$ cat config.mk
export PLATFORM = sky130hd
export DESIGN_NAME = conv_engine
export DESIGN_NICKNAME = d
export VERILOG_FILES = /design/src/logic/cnn_ctrl_pkg.sv /design/src/logic/cnn_arith_pkg.sv /design/src/logic/cmac.sv /design/src/logic/burst_dispatch.sv /design/src/logic/result_merge.sv /design/src/logic/conv_engine.sv
export SDC_FILE = /design/constraint.sdc
export NUM_CORES = 2
export LEC_CHECK = 0
export ABC_AREA = 1
export BUFFER_PORTS_ARGS = -buffer_cell sky130_fd_sc_hd__clkbuf_2
export CORE_AREA = 2 2 305 307
export DETAILED_ROUTE_END_ITERATION = 10
export DIE_AREA = 0 0 307 309
export MAX_ROUTING_LAYER = met4
export PLACE_DENSITY = 0.87
export SYNTH_ARGS = -nofsm -noshare
export SYNTH_HDL_FRONTEND = slang
export SYNTH_SLANG_ARGS = --single-unit
export TNS_END_PERCENT = 1
$ cat constraint.sdc
create_clock -name clk -period 9.45 [get_ports clk]
set_input_delay 1.4175 -clock clk [delete_from_list [all_inputs] [get_ports clk]]
set_output_delay 1.4175 -clock clk [all_outputs]
set_load 0.005 [all_outputs]
$ cat src/logic/cnn_ctrl_pkg.sv
// CNN engine control definitions
package cnn_ctrl_pkg;

	// Parallel MAC lanes in the array
	localparam int LANES = 8;
	localparam int LANE_W = $clog2(LANES);

	// Products accumulated per lane in one operation
	localparam int CNT_W = 16;

	// Total FIFO words of one operation, LANES times the count
	localparam int TOT_W = CNT_W + LANE_W;

	// Operation codes carried with start
	typedef enum logic [1:0] {
		OP_ACC  = 2'd0,
		OP_RELU = 2'd1
	} op_t;

endpackage

$ cat src/logic/cnn_arith_pkg.sv
// CNN arithmetic formats and lane traffic
package cnn_arith_pkg;

	// Fixed point data and weight width
	localparam int SAMPLE_W = 16;

	// Headroom for long accumulations
	localparam int ACC_W = 40;

	typedef logic signed [SAMPLE_W-1:0] sample_t;
	typedef logic signed [2*SAMPLE_W-1:0] prod_t;
	typedef logic signed [ACC_W-1:0] acc_t;

	// One FIFO entry, data and weight paired
	typedef struct packed {
		sample_t data;
		sample_t weight;
	} fifo_word_t;

	// Word steered to a single lane
	typedef struct packed {
		logic       strobe;
		fifo_word_t word;
	} lane_in_t;

	// Serial write-back word
	typedef struct packed {
		logic [cnn_ctrl_pkg::LANE_W-1:0] lane;
		acc_t                            value;
	} wb_t;

endpackage

$ cat src/logic/cmac.sv
// Multiply-accumulate lane
`timescale 1ns/1ps

module cmac (
	input  logic                           clk,
	input  logic                           rst,
	input  logic                           clear,
	input  cnn_arith_pkg::lane_in_t        lane_in,
	input  logic [cnn_ctrl_pkg::CNT_W-1:0] op_num,
	output cnn_arith_pkg::acc_t            lane_acc,
	output logic                           lane_done
);
	import cnn_arith_pkg::*;
	import cnn_ctrl_pkg::*;

	logic [CNT_W-1:0] count;
	logic [CNT_W-1:0] count_next;
	prod_t            product;

	// Signed 16x16 product, full width
	assign product = lane_in.word.data * lane_in.word.weight;
	assign count_next = count + 1'b1;

	// Product count and completion flag
	always_ff @(posedge clk or posedge rst) begin
		if (rst) begin
			count <= '0;
			lane_done <= 1'b0;
		end else if (clear) begin
			count <= '0;
			lane_done <= 1'b0;
		end else if (lane_in.strobe) begin
			count <= count_next;
			// Done rises with the last accumulate
			if (count_next == op_num) begin
				lane_done <= 1'b1;
			end
		end
	end

	// Accumulator, sign extended product
	always_ff @(posedge clk) begin
		if (clear) begin
			lane_acc <= '0;
		end else if (lane_in.strobe) begin
			lane_acc <= lane_acc + acc_t'(product);
		end
	end

	// Dispatcher must stop feeding a lane once its count is reached
	a_no_strobe_after_done: assert property (
		@(posedge clk) disable iff (rst)
		lane_in.strobe |-> !lane_done
	) else $error("cmac: strobe while lane_done");

endmodule

$ cat src/logic/burst_dispatch.sv
// Burst dispatcher from FIFO to MAC lanes
`timescale 1ns/1ps

module burst_dispatch (
	input  logic                           clk,
	input  logic                           rst,
	input  logic                           start,
	input  cnn_ctrl_pkg::op_t              op_type,
	input  logic [cnn_ctrl_pkg::CNT_W-1:0] op_num,
	input  logic                           empty,
	input  cnn_arith_pkg::fifo_word_t      fifo_data,
	output logic                           rd_en,
	output logic                           clear,
	output logic [cnn_ctrl_pkg::CNT_W-1:0] op_num_q,
	output cnn_ctrl_pkg::op_t              op_type_q,
	output cnn_arith_pkg::lane_in_t        lane_in [cnn_ctrl_pkg::LANES]
);
	import cnn_ctrl_pkg::*;
	import cnn_arith_pkg::*;

	typedef enum logic [1:0] {
		ST_IDLE,
		ST_FETCH,
		ST_WAIT
	} state_t;

	state_t            state;
	logic [TOT_W-1:0]  total;
	logic [TOT_W-1:0]  issued;
	logic              pending;
	logic [LANE_W-1:0] lane_idx;
	logic [LANES-1:0]  strobe_q;
	fifo_word_t        word_q;

	// Clear goes out in the start cycle itself
	assign clear = start && (state == ST_IDLE);

	// Words needed for this operation
	assign total = TOT_W'(op_num_q) * TOT_W'(LANES);

	// Read only when data is there and the total is not yet reached
	assign rd_en = (state == ST_FETCH) && !empty && (issued < total);

	always_ff @(posedge clk or posedge rst) begin
		if (rst) begin
			state <= ST_IDLE;
			issued <= '0;
			pending <= 1'b0;
			lane_idx <= '0;
			op_num_q <= CNT_W'(1);
			op_type_q <= OP_ACC;
		end else begin
			// FIFO data shows up one cycle after the read
			pending <= rd_en;
			if (pending) begin
				if (lane_idx == LANE_W'(LANES - 1)) begin
					lane_idx <= '0;
				end else begin
					lane_idx <= lane_idx + 1'b1;
				end
			end
			case (state)
				ST_IDLE: begin
					if (start) begin
						// A zero count runs as one product
						op_num_q <= (op_num == '0) ? CNT_W'(1) : op_num;
						op_type_q <= op_type;
						issued <= '0;
						lane_idx <= '0;
						state <= ST_FETCH;
					end
				end
				ST_FETCH: begin
					if (rd_en) begin
						issued <= issued + 1'b1;
						if (issued + 1'b1 == total) begin
							state <= ST_WAIT;
						end
					end
				end
				ST_WAIT: begin
					// Last word has been taken in
					if (!pending) begin
						state <= ST_IDLE;
					end
				end
				default: state <= ST_IDLE;
			endcase
		end
	end

	// One-hot strobe toward the lane in turn
	always_ff @(posedge clk or posedge rst) begin
		if (rst) begin
			strobe_q <= '0;
		end else if (pending) begin
			strobe_q <= LANES'(1) << lane_idx;
		end else begin
			strobe_q <= '0;
		end
	end

	// One word register shared by all lanes
	always_ff @(posedge clk) begin
		if (pending) begin
			word_q <= fifo_data;
		end
	end

	for (genvar i = 0; i < LANES; i++) begin : g_lane_out
		assign lane_in[i] = '{strobe: strobe_q[i], word: word_q};
	end

	a_no_read_when_empty: assert property (
		@(posedge clk) disable iff (rst)
		rd_en |-> !empty
	) else $error("burst_dispatch: rd_en with empty");

	// Every lane got the same number of words once the last one is in
	a_lane_wrap: assert property (
		@(posedge clk) disable iff (rst)
		(state == ST_WAIT && !pending) |-> (lane_idx == '0)
	) else $error("burst_dispatch: words steered off the read total");

endmodule

$ cat src/logic/result_merge.sv
// Lane result merger and write-back
`timescale 1ns/1ps

module result_merge (
	input  logic                             clk,
	input  logic                             rst,
	input  logic                             clear,
	input  logic [cnn_ctrl_pkg::LANES-1:0]   lane_done,
	input  cnn_arith_pkg::acc_t              lane_acc [cnn_ctrl_pkg::LANES],
	input  cnn_ctrl_pkg::op_t                op_type_q,
	output cnn_arith_pkg::wb_t               wb,
	output logic                             wb_valid,
	output logic                             done,
	output logic                             busy
);
	import cnn_ctrl_pkg::*;
	import cnn_arith_pkg::*;

	typedef enum logic [1:0] {
		MS_IDLE,
		MS_COLLECT,
		MS_WRITE,
		MS_DONE
	} mstate_t;

	mstate_t           state;
	logic [LANE_W-1:0] idx;
	logic              all_done;
	logic              emit;
	acc_t              sel_acc;
	acc_t              out_acc;

	assign all_done = &lane_done;

	// First word leaves right after the last lane finishes
	assign emit = ((state == MS_COLLECT) && all_done) || (state == MS_WRITE);

	assign sel_acc = lane_acc[idx];

	// ReLU clamps negative sums to zero
	assign out_acc = ((op_type_q == OP_RELU) && sel_acc[ACC_W-1]) ? '0 : sel_acc;

	always_ff @(posedge clk or posedge rst) begin
		if (rst) begin
			state <= MS_IDLE;
			idx <= '0;
			busy <= 1'b0;
			wb_valid <= 1'b0;
			done <= 1'b0;
		end else begin
			wb_valid <= emit;
			done <= 1'b0;
			if (emit) begin
				idx <= idx + 1'b1;
			end
			case (state)
				MS_IDLE: begin
					if (clear) begin
						busy <= 1'b1;
						idx <= '0;
						state <= MS_COLLECT;
					end
				end
				MS_COLLECT: begin
					if (all_done) begin
						state <= MS_WRITE;
					end
				end
				MS_WRITE: begin
					if (idx == LANE_W'(LANES - 1)) begin
						state <= MS_DONE;
					end
				end
				MS_DONE: begin
					// Busy drops together with done
					done <= 1'b1;
					busy <= 1'b0;
					state <= MS_IDLE;
				end
				default: state <= MS_IDLE;
			endcase
		end
	end

	always_ff @(posedge clk) begin
		if (emit) begin
			wb <= '{lane: idx, value: out_acc};
		end
	end

	a_wb_in_busy: assert property (
		@(posedge clk) disable iff (rst)
		wb_valid |-> busy
	) else $error("result_merge: wb_valid outside busy");

	// Done only right after the last write-back
	a_done_after_wb: assert property (
		@(posedge clk) disable iff (rst)
		done |-> $past(wb_valid) && !wb_valid
	) else $error("result_merge: done not after write-back");

endmodule

$ cat src/logic/conv_engine.sv
// Convolution engine top level
`timescale 1ns/1ps

module conv_engine (
	input  logic                           clk,
	input  logic                           rst,
	input  logic                           start,
	input  cnn_ctrl_pkg::op_t              op_type,
	input  logic [cnn_ctrl_pkg::CNT_W-1:0] op_num,
	input  logic                           empty,
	input  cnn_arith_pkg::fifo_word_t      fifo_data,
	output logic                           rd_en,
	output cnn_arith_pkg::wb_t             wb,
	output logic                           wb_valid,
	output logic                           done,
	output logic                           busy
);
	import cnn_ctrl_pkg::*;
	import cnn_arith_pkg::*;

	logic             clear;
	logic [CNT_W-1:0] op_num_q;
	op_t              op_type_q;
	lane_in_t         lane_in [LANES];
	logic [LANES-1:0] lane_done;
	acc_t             lane_acc [LANES];

	// Start is ignored while an operation is in flight
	burst_dispatch u_burst_dispatch (
		.clk       (clk),
		.rst       (rst),
		.start     (start && !busy),
		.op_type   (op_type),
		.op_num    (op_num),
		.empty     (empty),
		.fifo_data (fifo_data),
		.rd_en     (rd_en),
		.clear     (clear),
		.op_num_q  (op_num_q),
		.op_type_q (op_type_q),
		.lane_in   (lane_in)
	);

	for (genvar g = 0; g < LANES; g++) begin : g_lane
		cmac u_cmac (
			.clk       (clk),
			.rst       (rst),
			.clear     (clear),
			.lane_in   (lane_in[g]),
			.op_num    (op_num_q),
			.lane_acc  (lane_acc[g]),
			.lane_done (lane_done[g])
		);
	end

	result_merge u_result_merge (
		.clk       (clk),
		.rst       (rst),
		.clear     (clear),
		.lane_done (lane_done),
		.lane_acc  (lane_acc),
		.op_type_q (op_type_q),
		.wb        (wb),
		.wb_valid  (wb_valid),
		.done      (done),
		.busy      (busy)
	);

endmodule

==> reports/qor.yml <==
route:
  via_per_inst: 6.24
  wl_per_cell_um: 22.4
  vias: 63300
  wl_mm: 227
  drc: 0
  firstDrtPassIters: 9
  antenna_left: 0
  drtIter0Drc: 8539
yosys:
  syn-num-nets: 9673
  postSynthAreaPerCell_um2: 6.73
  ys_seq_area_share_pct: 22.6
  ys_seq_elements: 590
  syn_area_um2: 59800
  yosysUniqueCellTypes: 66
  synthArstFlopShare_pct: 33.1
  synthTopCellsByArea: "nand2_1 (13%), dfxtp_1 (11%), ha_1 (9.7%)"
  synthCells: 8886
  synth_edf_count: 75
  synthTopCellsByCount: "nand2_1 (2,134), inv_1 (1,371), nor2_1 (794)"
  synth_top_area_cell: "nand2_1"
  yosysWarnings: 0
  synth-main-ff-cell: "dfxtp_1"
  netlist.area_leader.share_pct: 13.4
  yosysMostFrequentCell: "nand2_1"
grt:
  globalRouteOverflowTotal: 0
  grt_pass1_vias: 59700
  grt_max_degree: 126
  grt_use_total_pct: 48.5
  grt_pass1_wl_mm: 342
  antenna_found_initial: 7
timing:
  slew_viol_final: 0
  fin_skew_ns: 0.0279
  post-route-period-util_pct: 96.7
  max_slew_margin_pct: 11.3
  fin_tns_setup_ns: 0
  finalSetupViolCount: 0
  worstMarginPinSlew_ns: 1.33
  layout_min_cycle_time_ns: 9.13
  finalHoldViolCount: 0
  max_freq_mhz: 109
  rsz0062_at_grt: "false"
placement:
  hpwl_mm: 171
  port_buffers: 100
  place_area_um2: 61500
  routabilityCongestion: 1.05
  dp_cells: 10000
worst_setup_path:
  crit_top_cell: "inv_1"
  crit_type: "flop to flop"
  critPathArrivalTime_ns: 9.68
  r2r_slack_ns: 0.32
  cpPeakStageDelay_ns: 0.82
  worst_path_max_delay_cell: "fa_1"
  critPathLaunchType: "flop"
  endpoint_kind: "flop"
  required_ns: 9.99
  path_max_fanout: 36
finish:
  nets: 9687
  drive_above_1_share_pct: 5.82
  area_delta_synth_final_pct: 7.21
  final-instance-count-excl-fill: 10200
  design_area_um2: 64100
floorplan:
  start_util_pct: 65.4
  die_y_um: 309
  core_um2: 91400
  io_pins: 101
  die_w_um: 307
  die_area_um2: 94900
  row_count: 111
cts:
  cts_sinks: 590
  clk_pin_slew_ns: 0.06
  ctsRootBufferMaster: "clkbuf_16"
  cts_made_buffers: 73
  post_cts.repair.setup_buffers: 0
  cts_tree: "done"
  ctsLongestPathBuffers: 3
  postCtsHoldBufs: 0
  h-tree-depth: 3
  clk_latency_ns: 0.69
  cts_resized: 0
job:
  cap_viol_max_count: 0
run_status:
  status: "finished clean"
min_path:
  hold_path_class: "flop to flop"
==> kinds of logic after synthesis <==
family          share of synthesized area (%)
fa+ha+maj                                18.7
compound gates                           17.4
xor+xnor                                 4.26
simple gates                             26.4
flops                                    22.6
buf+inv                                  10.5
==> final timing paths <==
| check | start | to | depth (start not counted) |
|---|---|---|---|
| max in group asynchronous | rst | u_result_merge.idx[0]$_DFF_PP0_ | 3 |
| hold / removal | g_lane[4].u_cmac.lane_acc[27]$_SDFFE_PP0P_ | g_lane[4].u_cmac.lane_acc[27]$_SDFFE_PP0P_ | 2 |
| min in group asynchronous | rst | u_burst_dispatch.issued[17]$_DFFE_PP0P_ | 2 |
| hold reg to reg | g_lane[4].u_cmac.lane_acc[27]$_SDFFE_PP0P_ | g_lane[4].u_cmac.lane_acc[27]$_SDFFE_PP0P_ | 2 |
| setup reg to reg | u_burst_dispatch.lane_in[31]$_DFFE_PP_ | g_lane[2].u_cmac.lane_acc[38]$_SDFFE_PP0P_ | 34 |
| setup / recovery | u_burst_dispatch.lane_in[31]$_DFFE_PP_ | g_lane[2].u_cmac.lane_acc[38]$_SDFFE_PP0P_ | 34 |
==> layout make-up <==
class	instances	area, µm²
Multi-Input combinational cell	6664	40200
Fill cell	7722	27300
Sequential cell	590	13500
Inverter	1405	5290
Clock buffer	99	2040
Tap cell	1186	1480
Timing Repair Buffer	166	1010
Clock inverter	35	541
Antenna cell	8	20.0
==> flip-flops by register name (all words and copies together), names as in the netlist, 2 cells and up <==
register / count
u_burst_dispatch.strobe_q: 8
u_burst_dispatch.op_num_q: 16
u_burst_dispatch.lane_idx: 3
u_burst_dispatch.lane_in: 32
u_burst_dispatch.state: 2
u_result_merge.idx: 3
g_lane.u_cmac.lane_acc: 320
u_result_merge.wb: 43
g_lane.u_cmac.count: 128
g_lane.u_cmac.lane_done: 8
u_burst_dispatch.issued: 19
u_result_merge.state: 2
u_burst_dispatch.op_type_q: 2
==> per-layer routing <==
layer / share of wire (%) / GRT usage [%]
met5: 0 / -
met4: 7.4 / 30.0
met3: 13 / 13.7
met2: 41 / 68.4
met1: 39 / 61.5
==> placed cells by master (no fill, tap or decap), types with 65 or more instances in the layout <==
cell | netlist | routed
a21oi_1 | 658 | 658
buf_4 | 9 | 65
clkbuf_16 | 0 | 74
clkbuf_2 | 0 | 100
dfrtp_1 | 194 | 191
dfxtp_1 | 320 | 320
edfxtp_1 | 75 | 75
fa_1 | 270 | 269
ha_1 | 463 | 462
inv_1 | 1371 | 1367
nand2_1 | 2134 | 2133
nand3_1 | 401 | 401
nand4_1 | 118 | 118
nor2_1 | 794 | 793
nor3_1 | 124 | 124
o21ai_0 | 723 | 723
o22ai_1 | 193 | 193
xnor2_1 | 100 | 92
xor2_1 | 168 | 157
==> worst max-delay path: cells and delay by family (launching register included) <==
family / cells / cell delay (ns)
adder cells (fa/ha/maj): 8 / 4.17
buffers and inverters: 10 / 1.43
flip-flops: 1 / 0.66
AND/OR/NAND/NOR: 15 / 2.57
AO/OA/AOI/OAI: 1 / 0.08
==> per-stage QoR <==
step | utilization (%) | worst slack (ns) | hold WS [ns]
2_1_floorplan | - | 1.07 | 0.442
3_3_place_gp | 67.3 | 0.818 | 0.457
3_5_place_dp | 67.3 | 0.563 | 0.461
4_1_cts | 70.1 | 0.481 | 0.473
5_1_grt | 70.2 | 0.0746 | 0.483
6_report | 70.2 | 0.316 | 0.475
Power is left out: the tool's default activity adds up to more than one toggle a clock period on the data nets, which glitch-free logic cannot reach.
